### config.mk
export PLATFORM = sky130hd
export DESIGN_NAME = telemetry_mux
export DESIGN_NICKNAME = d
export VERILOG_FILES = /design/src/stream_pkg.sv /design/src/framer_pkg.sv /design/src/dual_read_register_file.sv /design/src/prioritised_fifo.sv /design/src/packet_framer.sv /design/src/telemetry_mux.sv
export SDC_FILE = /design/constraint.sdc
export NUM_CORES = 2
export LEC_CHECK = 0
export BUFFER_PORTS_ARGS = -buffer_cell sky130_fd_sc_hd__buf_4
export CELL_PAD_IN_SITES_DETAIL_PLACEMENT = 0
export CELL_PAD_IN_SITES_GLOBAL_PLACEMENT = 1
export CORE_ASPECT_RATIO = 0.5
export CORE_MARGIN = 2
export CORE_UTILIZATION = 50
export CTS_CLUSTER_DIAMETER = 60
export DETAILED_ROUTE_END_ITERATION = 8
export PLACE_DENSITY_LB_ADDON = 0.1
export SYNTH_ARGS = -nofsm -noshare
export SYNTH_HDL_FRONTEND = slang
export SYNTH_SLANG_ARGS = --single-unit
### constraint.sdc
create_clock -name clock -period 3.57 [get_ports clock]
set_input_delay 0.5355 -clock clock [delete_from_list [all_inputs] [get_ports clock]]
set_output_delay 0.5355 -clock clock [all_outputs]
set_load 0.005 [all_outputs]
### src/stream_pkg.sv
`default_nettype none

// Definitions that describe where a telemetry word came from

package stream_pkg;

    // Source queue of a word. The encoding doubles as the queue index
    // inside the FIFO, so low priority is queue 0 and high priority is queue 1
    typedef enum logic {
        PRIO_LOW  = 1'b0,
        PRIO_HIGH = 1'b1
    } priority_t;

endpackage

`default_nettype wire

### src/framer_pkg.sv
`default_nettype none

// Definitions that describe the framing applied at the output

package framer_pkg;

    typedef enum logic {
        FR_DATA    = 1'b0,
        FR_TRAILER = 1'b1
    } framer_state_t;

    // Top nibble of a trailer word, one code per source priority
    typedef enum logic [3:0] {
        TAG_LOW  = 4'hA,
        TAG_HIGH = 4'h5
    } trailer_tag_t;

endpackage

`default_nettype wire

### src/dual_read_register_file.sv
`timescale 1ns/1ps
`default_nettype none

module dual_read_register_file #(
    parameter int DATA_WIDTH = 32,
    parameter int ADDR_WIDTH = 4
) (
    input  wire                  clock,
    input  wire                  reset,
    input  wire [DATA_WIDTH-1:0] data_a,
    input  wire [ADDR_WIDTH-1:0] addr_a,
    input  wire                  we_a,
    input  wire [ADDR_WIDTH-1:0] addr_b,
    output logic [DATA_WIDTH-1:0] q_b
);

    localparam int WORDS = 2 ** ADDR_WIDTH;

    logic [DATA_WIDTH-1:0] memory [WORDS];

    // Cleared on reset so that a read of a location never written is defined
    always_ff @(posedge clock) begin
        if (!reset) begin
            for (int i = 0; i < WORDS; i++) begin
                memory[i] <= '0;
            end
        end else if (we_a) begin
            memory[addr_a] <= data_a;
        end
    end

    // Read port is asynchronous, the FIFO samples it on the pop edge
    assign q_b = memory[addr_b];

endmodule

`default_nettype wire

### src/prioritised_fifo.sv
`timescale 1ns/1ps
`default_nettype none

module prioritised_fifo
    import stream_pkg::*;
#(
    parameter int DATA_WIDTH = 32,
    parameter int FIFO_DEPTH = 16
) (
    input  wire                   clock,
    input  wire                   reset,

    input  wire [DATA_WIDTH-1:0]  hp_data,
    input  wire                   hp_last,
    input  wire                   hp_valid,
    output logic                  hp_ready,

    input  wire [DATA_WIDTH-1:0]  lp_data,
    input  wire                   lp_last,
    input  wire                   lp_valid,
    output logic                  lp_ready,

    input  wire                   fifo_ready,
    output logic [DATA_WIDTH-1:0] fifo_data,
    output logic                  fifo_last,
    output priority_t             fifo_priority,
    output logic                  fifo_valid
);

    localparam int ADDR_WIDTH = $clog2(FIFO_DEPTH);
    localparam int FILL_WIDTH = ADDR_WIDTH + 1;

    // Per-queue signals, indexed by priority_t value
    logic [DATA_WIDTH-1:0] in_data [2];
    logic [DATA_WIDTH-1:0] rd_data [2];
    logic [1:0]            in_last;
    logic [1:0]            in_valid;
    logic [1:0]            in_ready;
    logic [1:0]            rd_last;
    logic [1:0]            push;
    logic [1:0]            pop;
    logic [1:0]            has_word;

    logic                  locked;
    priority_t             locked_priority;
    priority_t             pop_priority;
    logic                  issue_allowed;

    assign in_data[PRIO_LOW]   = lp_data;
    assign in_data[PRIO_HIGH]  = hp_data;
    assign in_last[PRIO_LOW]   = lp_last;
    assign in_last[PRIO_HIGH]  = hp_last;
    assign in_valid[PRIO_LOW]  = lp_valid;
    assign in_valid[PRIO_HIGH] = hp_valid;
    assign lp_ready            = in_ready[PRIO_LOW];
    assign hp_ready            = in_ready[PRIO_HIGH];

    for (genvar q = 0; q < 2; q++) begin : gen_queue
        logic [DATA_WIDTH-1:0] wr_data;
        logic                  wr_last;
        logic                  wr_en;
        logic [ADDR_WIDTH-1:0] wr_addr;
        logic [ADDR_WIDTH-1:0] rd_addr;
        logic [FILL_WIDTH-1:0] fill_level;
        logic [DATA_WIDTH:0]   mem_q;

        // A word is taken only when the source offers it and there is room
        assign push[q]     = in_valid[q] && in_ready[q];
        assign in_ready[q] = fill_level < FILL_WIDTH'(FIFO_DEPTH);

        // The fill level already counts a word sitting in the write stage,
        // which cannot be read until its write has committed
        assign has_word[q] = fill_level > FILL_WIDTH'(wr_en);

        // Write stage strobe and pointer, the pointer moves as the write commits
        always_ff @(posedge clock) begin
            if (!reset) begin
                wr_en   <= 1'b0;
                wr_addr <= '0;
            end else begin
                wr_en <= push[q];
                if (wr_en) begin
                    wr_addr <= wr_addr + 1'b1;
                end
            end
        end

        always_ff @(posedge clock) begin
            if (push[q]) begin
                wr_data <= in_data[q];
                wr_last <= in_last[q];
            end
        end

        always_ff @(posedge clock) begin
            if (!reset) begin
                rd_addr    <= '0;
                fill_level <= '0;
            end else begin
                if (pop[q]) begin
                    rd_addr <= rd_addr + 1'b1;
                end
                case ({push[q], pop[q]})
                    2'b10:   fill_level <= fill_level + 1'b1;
                    2'b01:   fill_level <= fill_level - 1'b1;
                    default: fill_level <= fill_level;
                endcase
            end
        end

        // The last flag is stored in the top bit beside the payload
        dual_read_register_file #(
            .DATA_WIDTH (DATA_WIDTH + 1),
            .ADDR_WIDTH (ADDR_WIDTH)
        ) u_memory (
            .clock  (clock),
            .reset  (reset),
            .data_a ({wr_last, wr_data}),
            .addr_a (wr_addr),
            .we_a   (wr_en),
            .addr_b (rd_addr),
            .q_b    (mem_q)
        );

        assign rd_data[q] = mem_q[DATA_WIDTH-1:0];
        assign rd_last[q] = mem_q[DATA_WIDTH];
    end

    // One idle cycle follows every last word so the framer can insert its trailer
    assign issue_allowed = fifo_ready && !(fifo_valid && fifo_last);

    always_comb begin
        pop = 2'b00;
        if (issue_allowed) begin
            if (locked) begin
                // Stay on the packet in progress, even if the other queue has words
                pop[locked_priority] = has_word[locked_priority];
            end else if (has_word[PRIO_HIGH]) begin
                pop[PRIO_HIGH] = 1'b1;
            end else begin
                pop[PRIO_LOW] = has_word[PRIO_LOW];
            end
        end
    end

    assign pop_priority = pop[PRIO_HIGH] ? PRIO_HIGH : PRIO_LOW;

    always_ff @(posedge clock) begin
        if (!reset) begin
            fifo_valid      <= 1'b0;
            fifo_last       <= 1'b0;
            locked          <= 1'b0;
            locked_priority <= PRIO_LOW;
        end else begin
            fifo_valid <= |pop;
            fifo_last  <= (|pop) && rd_last[pop_priority];
            if (|pop) begin
                // Lock until the packet's last word leaves the queue
                locked          <= !rd_last[pop_priority];
                locked_priority <= pop_priority;
            end
        end
    end

    always_ff @(posedge clock) begin
        if (|pop) begin
            fifo_data     <= rd_data[pop_priority];
            fifo_priority <= pop_priority;
        end
    end

endmodule

`default_nettype wire

### src/packet_framer.sv
`timescale 1ns/1ps
`default_nettype none

module packet_framer
    import stream_pkg::*;
    import framer_pkg::*;
#(
    parameter int DATA_WIDTH = 32
) (
    input  wire                   clock,
    input  wire                   reset,

    input  wire [DATA_WIDTH-1:0]  fifo_data,
    input  wire                   fifo_last,
    input  wire priority_t        fifo_priority,
    input  wire                   fifo_valid,
    output logic                  fifo_ready,

    input  wire                   out_ready,
    output logic [DATA_WIDTH-1:0] out_data,
    output logic                  out_last,
    output logic                  out_valid
);

    localparam int COUNT_WIDTH = DATA_WIDTH - 4;

    framer_state_t          state;
    logic [COUNT_WIDTH-1:0] word_count;
    priority_t              packet_priority;
    trailer_tag_t           trailer_tag;

    // The framer adds no buffering of its own, so the consumer's level
    // is the FIFO's permission to issue
    assign fifo_ready = out_ready;

    assign trailer_tag = (packet_priority == PRIO_HIGH) ? TAG_HIGH : TAG_LOW;

    // Control path
    always_ff @(posedge clock) begin
        if (!reset) begin
            state      <= FR_DATA;
            word_count <= '0;
            out_valid  <= 1'b0;
            out_last   <= 1'b0;
        end else begin
            case (state)
                FR_DATA: begin
                    out_last  <= 1'b0;
                    out_valid <= fifo_valid;
                    if (fifo_valid) begin
                        word_count <= word_count + 1'b1;
                        if (fifo_last) begin
                            state <= FR_TRAILER;
                        end
                    end
                end
                FR_TRAILER: begin
                    // The FIFO is idle in this cycle, so nothing is dropped
                    out_valid  <= 1'b1;
                    out_last   <= 1'b1;
                    word_count <= '0;
                    state      <= FR_DATA;
                end
                default: begin
                    state <= FR_DATA;
                end
            endcase
        end
    end

    // Data path
    always_ff @(posedge clock) begin
        case (state)
            FR_DATA: begin
                if (fifo_valid) begin
                    out_data        <= fifo_data;
                    packet_priority <= fifo_priority;
                end
            end
            FR_TRAILER: begin
                // Tag in the top nibble, data word count below it
                out_data <= {trailer_tag, word_count};
            end
            default: begin
                out_data <= out_data;
            end
        endcase
    end

endmodule

`default_nettype wire

### src/telemetry_mux.sv
`timescale 1ns/1ps
`default_nettype none

module telemetry_mux
    import stream_pkg::*;
#(
    parameter int DATA_WIDTH = 32,
    parameter int FIFO_DEPTH = 16
) (
    input  wire                   clock,
    input  wire                   reset,

    // Fault and event packets
    input  wire [DATA_WIDTH-1:0]  hp_data,
    input  wire                   hp_last,
    input  wire                   hp_valid,
    output logic                  hp_ready,

    // Sampled data packets
    input  wire [DATA_WIDTH-1:0]  lp_data,
    input  wire                   lp_last,
    input  wire                   lp_valid,
    output logic                  lp_ready,

    input  wire                   out_ready,
    output logic [DATA_WIDTH-1:0] out_data,
    output logic                  out_last,
    output logic                  out_valid
);

    logic [DATA_WIDTH-1:0] fifo_data;
    logic                  fifo_last;
    priority_t             fifo_priority;
    logic                  fifo_valid;
    logic                  fifo_ready;

    prioritised_fifo #(
        .DATA_WIDTH (DATA_WIDTH),
        .FIFO_DEPTH (FIFO_DEPTH)
    ) u_fifo (
        .clock         (clock),
        .reset         (reset),
        .hp_data       (hp_data),
        .hp_last       (hp_last),
        .hp_valid      (hp_valid),
        .hp_ready      (hp_ready),
        .lp_data       (lp_data),
        .lp_last       (lp_last),
        .lp_valid      (lp_valid),
        .lp_ready      (lp_ready),
        .fifo_ready    (fifo_ready),
        .fifo_data     (fifo_data),
        .fifo_last     (fifo_last),
        .fifo_priority (fifo_priority),
        .fifo_valid    (fifo_valid)
    );

    // Appends the priority tag and word count after each packet
    packet_framer #(
        .DATA_WIDTH (DATA_WIDTH)
    ) u_framer (
        .clock         (clock),
        .reset         (reset),
        .fifo_data     (fifo_data),
        .fifo_last     (fifo_last),
        .fifo_priority (fifo_priority),
        .fifo_valid    (fifo_valid),
        .fifo_ready    (fifo_ready),
        .out_ready     (out_ready),
        .out_data      (out_data),
        .out_last      (out_last),
        .out_valid     (out_valid)
    );

endmodule

`default_nettype wire

======== Word-level counts from Yosys, hierarchy flattened ========
Memory sizes are Yosys's and may differ from the RTL's. A register that Yosys moved wholly into a read port is not among the register bits.
Cells that the tools add are included.
storage, ports and cells
  register bits ........................... 195
  memory bits (writable) .................. 1056
  input port bits ......................... 71
  output and inout port bits .............. 36
  logic and storage cells ................. 108
  memories kept ........................... 2
operators by class
  add/sub/neg operators ................... 9
  $lt $le $gt $ge ......................... 8
  eq/ne operators ......................... 5
  multiplexer cells ....................... 43
  bitwise operators ....................... 3
  reductions and logical operators ........ 14
memory list
  name                                 words  bits a word  rd ports  clocked after memory_dff  write ports  line                           source
  u_fifo.gen_queue[0].u_memory.memory  16     33           1         1                         16           dual_read_register_file.sv:19  logic [DATA_WIDTH-1:0] memory [WORDS];
  u_fifo.gen_queue[1].u_memory.memory  16     33           1         1                         16           dual_read_register_file.sv:19
operators with widths
  kind                                                      count
  two-way mux 32 bit                                        4
  two-way mux 33 bit                                        2
  OR reduction 33 bit                                       2
  one-hot mux 32 bit (2 select lines)                       1
  one-hot mux 28 bit (2 select lines)                       1
  adder 28 x 1 -> 28 bit, second input constant             1
  two-way mux 28 bit                                        1
  two-way mux 4 bit                                         7
  one-hot mux 5 bit (2 select lines)                        2
  two-way mux 1 bit                                         19
  adder 4 x 1 -> 4 bit, second input constant               4
  adder 5 x 1 -> 5 bit, second input constant               2
  greater-than comparator 5 x 1 -> 1 bit                    2
  < comparator 5 bit, second input constant                 2
  subtractor 5 x 1 -> 5 bit, second input constant          2
  logical AND 1 bit                                         6
  one-hot mux 1 bit (2 select lines)                        3
  == test 2 x 1 -> 1 bit, second input constant             2
  == test 2 bit, second input constant                      2
  < comparator 1 x 2 -> 1 bit, second input constant        2
  two-way mux 2 bit                                         2
  nonzero test 2 bit                                        2
  bitwise AND 2 bit                                         1
  greater-or-equal comparator 2 bit, second input constant  1
  other kinds (8)                                           9

======== Logic depth before layout (Yosys ltp) ========
  depth after elaboration ................. 12
  mapped depth ............................ 15
  mapped depth without buffers ............ 14

======== By module ========
Synthesis repeated with hierarchy kept, for this count alone.
second synthesis, totals
  cell total of the unflattened synthesis .. 3543
  area total of the unflattened synthesis .. 55411.9 um^2
by module, submodules not included
  module                                                  instances  cells an instance  area an instance (um^2)  seq. area each (um^2)
  dual_read_register_file (u_fifo.gen_queue[1].u_memory)  1          1458               24024.3                  15855.2
  dual_read_register_file (u_fifo.gen_queue[0].u_memory)  1          1458               23551.3                  15855.2
  prioritised_fifo                                        1          391                5006.1                   3613.5
  packet_framer                                           1          236                2830.2                   1611.5

======== Worst setup path after synthesis ========
No wires, ideal clock.
  path kind ............................... reg2reg
  from .................................... reg u_fifo.gen_queue[1].fill_level[1]
  to ...................................... reg u_fifo.gen_queue[1].fill_level[4]
  setup time .............................. 0.070 ns
  data arrival time ....................... 2.941 ns
  required time ........................... 3.500 ns
  path slack .............................. 0.559 ns
  stages on the path, launching flop included .. 12
  path buffers ............................ 1
  period minus slack after synthesis ...... 3.011 ns
  path through ............................ dfxtp_1 > or4_1 > o211ai_2 > inv_2 > buf_1 > ha_1 > fa_1 > a21o_1 > a21oi_1 > xor2_1 > or3_1 > a21oi_1
on the way
  cells in the longest elaborated chain, start to end .. 8
  elaborated cells between the ends (all ways) .. 15
  classes of those cells .................. 2 x add/sub; 2 x order compare; 2 x eq/ne; 6 x mux; 1 x bitwise; 2 x reduce/logical
ends and longest elaborated chain
  item                                                                      line                     source
  start, declared                                                           prioritised_fifo.sv:64   logic [FILL_WIDTH-1:0] fill_level;
  start signal, assigned                                                    prioritised_fifo.sv:104  2'b10: fill_level <= fill_level + 1'b1;
  start signal, assigned                                                    prioritised_fifo.sv:105  2'b01: fill_level <= fill_level - 1'b1;
  start signal, assigned                                                    prioritised_fifo.sv:106  default: fill_level <= fill_level;
  greater-than comparator 5 x 1 -> 1 bit *                                  prioritised_fifo.sv:73   assign has_word[q] = fill_level > FILL_WIDTH'(wr_en);
  two-way mux 1 bit (implied by the code) (2 in a row)                      prioritised_fifo.sv:137  pop[locked_priority] = has_word[locked_priority];
  bitwise AND 2 bit (no line)                                               n/a
  two-way mux 2 bit *                                                       prioritised_fifo.sv:135  if (locked) begin
  two-way mux 2 bit *                                                       prioritised_fifo.sv:134  if (issue_allowed) begin
  via u_fifo.pop[1]                                                         prioritised_fifo.sv:41   logic [1:0] pop;
  == test 2 x 1 -> 1 bit or == test 2 bit (tied branches)                   prioritised_fifo.sv:103  case ({push[q], pop[q]})
  one-hot mux 5 bit (2 select lines) or nonzero test 2 bit (tied branches)  n/a
Mark *: on every way through the listed nets, which the timed path passes. The rest lies on a longest branch. The select of a mux whose other input is x is not followed.
A chain may end at the register's enable or synchronous reset.

======== Worst setup path after layout ========
  from .................................... reg u_fifo.gen_queue[1].fill_level[1]
  to ...................................... reg u_fifo.gen_queue[0].fill_level[4]
on the way
  cells in the longest elaborated chain, start to end .. 8
  elaborated cells between the ends (all ways) .. 11
  classes of those cells .................. 1 x order compare; 2 x eq/ne; 6 x mux; 1 x bitwise; 1 x reduce/logical
ends and longest elaborated chain
  item                                                                      line
  greater-than comparator 5 x 1 -> 1 bit *                                  prioritised_fifo.sv:73
  two-way mux 1 bit (implied by the code) (2 in a row)                      prioritised_fifo.sv:137
  bitwise AND 2 bit (no line)                                               n/a
  two-way mux 2 bit *                                                       prioritised_fifo.sv:135
  two-way mux 2 bit *                                                       prioritised_fifo.sv:134
  via u_fifo.pop[0]                                                         prioritised_fifo.sv:41
  == test 2 x 1 -> 1 bit or == test 2 bit (tied branches)                   prioritised_fifo.sv:103
  one-hot mux 5 bit (2 select lines) or nonzero test 2 bit (tied branches)  n/a
  end signal, assigned                                                      prioritised_fifo.sv:104
  end signal, assigned                                                      prioritised_fifo.sv:105
  end signal, assigned                                                      prioritised_fifo.sv:106
  end, declared                                                             prioritised_fifo.sv:64
Marked as above.

==> results by group <==
Drt
  • Drt via density: 6.18
  • Drt initial violations: 3334
  • DR pass1 iterations: 7
  • Final wirelength: ~150000 µm
  • Post-route ant nets: 0
  • Drc violations: 0
  • Wire per inst: 29.2 µm
  • Total number of vias: 31600

Critical path
  • CP peak stage delay: 0.63 ns
  • R2R Path Start: u_fifo.gen_queue[1].fill_level[1]
  • CP Class: reg2reg
  • Setup crit start kind: register
  • Critical Path Stages: 12
  • Delay-heaviest family, CP: simple AND/OR/NAND/NOR gates
  • Req. time, crit path: 4.13 ns
  • Slowest cell on the critical path: or4_1
  • Crit path cell chain: or4_1 -> o31ai_2 -> nand3_1 -> inv_2 -> ha_2 -> xor2_1 -> ha_1 -> a21oi_2 -> o22ai_1 -> a222oi_1 -> or3_1 -> a21oi_1
  • CP bufs+invs: 1
  • Worst R2R Path Depth: 12
  • Crit path DAT: 3.80 ns
  • Peak fanout along the critical path: 7
  • CP startpoint: u_fifo.gen_queue[1].fill_level[1]
  • Critical R2R Capture: u_fifo.gen_queue[0].fill_level[4]
  • Internal reg-to-reg setup slack: 0.33 ns
  • Critical Path Sink Type: register

Timing
  • Slew HR: 17.6%
  • Pins Over Slew Limit: 0
  • PnR worst setup slack: 0.333 ns
  • Setup violations, final: 0
  • Final Hold Fails: 0
  • Setup TNS: 0 ns
  • Hold WS: approximately 0.17 ns
  • Unrepaired setup endpoints after global routing: false
  • Skew final: between 0.02 and 0.03 ns
  • Period utilization: 90.7%
  • Post-route minimum period: 3.24 ns
  • Slew @ Worst Pin: between 1 and 1.5 ns
  • Fmax achieved: 0.309 GHz

Floorplanning
  • Top-level I/O count: 107
  • Initial core utilization: 50.4%
  • Core box area: 110000 µm²
  • Die area: 114000 µm²
  • FP Rows: 86
  • Die X: 476 µm
  • Die height: about 240 µm

Pwr
  • Final Power: 38.3 mW
  • Switching share of power: 27.2%
  • Sequential share of power: 47.7%
  • Cell Int Power: 27.8 mW
  • Clk pwr share: 33.4%
  • Combinational share of power: 18.9%
  • VDD IR-drop max: 406 µV
  • Psw: between 10 and 15 mW
  • PwrDens: 612 nW/µm²
  • Static Leakage: approximately 25 nW

Cells and area
  • Design area: 62500 µm²
  • Fill count: 8574
  • Fin cells: 5113
  • Most frequent cells in the layout: 1188 x edfxtp_1, 1059 x and3_1, 326 x mux4_2
  • Most common cell after layout, fill and taps aside: edfxtp_1
  • Nets: roughly 3600
  • Synth-to-layout area growth: 12.5%
  • Fin util: 56.7%
  • Fraction of layout cells with a size suffix above 1: between 20% and 30%

Place
  • # port buffers: 106
  • RD Place Congestion: between 0.7 and 0.8
  • Placed insts: 4836
  • Setup WS pre-CTS: 0.194 ns
  • Placement Cell Area: 58100 µm²
  • Post-DP HPWL: just under 80000 µm

Clock tree
  • Clock-pin slew on the worst setup and hold paths: 0.07 ns
  • CTS tree: built
  • Skew-Pair Late Insertion Delay: 0.73 ns
  • Post-CTS Setup Inserts: 0
  • Num CTS Buffers: 111
  • Clock root cell: clkbuf_16
  • Max H-tree Level: 3
  • CTS sink count: 1259
  • Longest Clk Path Bufs: 3

Logic synthesis
  • Post-Synth Adder-Cell Area: less than 1%
  • Post-Syn Area: about 56000 µm²
  • YS warnings: 0
  • Post-synthesis cell count: between 3000 and 4000
  • Netlist cell types: ~50
  • Syn avg cell area: 15.7 µm²
  • Simple-gate share of the synthesized area: 14.3%
  • Mapped Nets: 3628
  • Largest family of logic cells by synthesized area: simple AND/OR/NAND/NOR gates
  • Post-synthesis mux area share: 14.0%
  • Post-synth EDFFs: around 1200
  • Seq/Total Area, Yosys: 66.7%
  • Compound-gate portion of the synthesized area: less than 1%
  • Yosys reg bits: roughly 1300
  • Ys async rst share: 0%
  • Synth Flop Type: edfxtp_1
  • Post-Synth XOR/XNOR Area: 0.693%

Global routing
  • Total GRT Usage: a little over a quarter
  • First-pass GRT wire length: 219000 µm
  • Vias in the first global route: 32100
  • Initial antenna violation count: 4
  • Grt ovf: 0
  • Pin count of the biggest net entering global routing: 133

Min path
  • Worst hold path depth: 3
  • Worst Hold Path EP: u_fifo.gen_queue[1].wr_en
  • Hold Crit Start: hp_valid
  • Hold Crit Class: in2reg

Status
  • Status: complete, no violations

Job
  • Max-cap violations: 0
## cell usage after synthesis (all sizes together), types with 12 or more instances
cell type | number | share of area [%]
edfxtp | 1188 | 64
and3 | 1059 | 12
clkbuf | 347 | 2.3
mux4 | 326 | 13
nand2 | 183 | 1.2
dfxtp | 71 | 2.6
nor2 | 61 | 0.41
buf | 60 | 0.72
xnor2 | 30 | 0.47
mux2 | 29 | 0.59
inv | 24 | 0.16
ha | 20 | 0.45
a21oi | 14 | 0.13
xor2 | 14 | 0.22
o21ai | 13 | 0.12
mux2i | 12 | 0.22
## repair_timing
action                     CTS  global route
resized for setup            0             2
setup endpoints to repair    0             1
hold buffers                66             0
hold endpoints to repair    66             0
## per-layer routing
metal  share of wire (%)  vias to the layer above  GRT usage [%]
met5                   0                        -              0
met1                  44                    16600           38.2
met4                 2.1                        0           6.16
met3                 7.4                      199           5.69
li1                    -                    13700              -
met2                  47                     1050           41.5
## state kept, by name, indices dropped and copies added, names as in the netlist, 2 cells and up, named ones only
register,count
u_fifo.gen_queue.wr_last,2
u_fifo.gen_queue.fill_level,10
u_fifo.gen_queue.wr_data,64
u_fifo.gen_queue.rd_addr,8
u_framer.word_count,28
u_fifo.gen_queue.wr_addr,8
u_fifo.gen_queue.u_memory.memory,1056
u_fifo.fifo_data,32
u_fifo.gen_queue.wr_en,2
u_framer.out_data,32
## how the worst max path moves through the flow
stage	slack, ns	end
final	0.33	u_fifo.gen_queue[0].fill_level[4]
after floorplan	0.56	u_fifo.gen_queue[1].fill_level[4]
after CTS	0.17	u_fifo.gen_queue[0].fill_level[4]
after global placement	0.26	u_fifo.gen_queue[0].fill_level[4]
after global routing	0.06	u_fifo.gen_queue[0].fill_level[4]
after detailed placement	0.19	u_fifo.gen_queue[0].fill_level[4]
## logic make-up after synthesis
| family | Yosys count |
|---|---|
| muxes | 367 |
| buffers and inverters | 431 |
| xor gates and xnor gates | 44 |
| and+or+nand+nor | 1370 |
| adders and majority gates | 21 |
| AOI/OAI and AO/OA | 44 |
| DFF | 1259 |
## worst min-delay path, stage by stage
cell and delay, ns:
buf_4 0.10, nand2_1 0.12, nor2_1 0.10
## power by group through the flow
stage | sequential (mW) | combinational, mW | clock, mW
finish | 18.3 | 7.24 | 12.8
global route | 18.4 | 7.76 | 13.5
CTS | 18.3 | 7.36 | 13.0
detailed placement | 18.6 | 7.28 | 0
global placement | 18.5 | 7.24 | 0
floorplan | 18.1 | 5.04 | 0
## area by class of cell
type | instances | area [µm²] | share of cell area [%]
Sequential cell | 1259 | 37100 | 59.4
Multi-Input combinational cell | 1846 | 16900 | 27.1
Clock buffer | 144 | 3030 | 4.84
Timing Repair Buffer | 277 | 2700 | 4.31
Tap cell | 1496 | 1870 | 2.99
Clock inverter | 66 | 763 | 1.22
Inverter | 24 | 90.1 | 0.144
Antenna cell | 1 | 2.50 | 0.00400
Power figures use the tool's default switching activity.
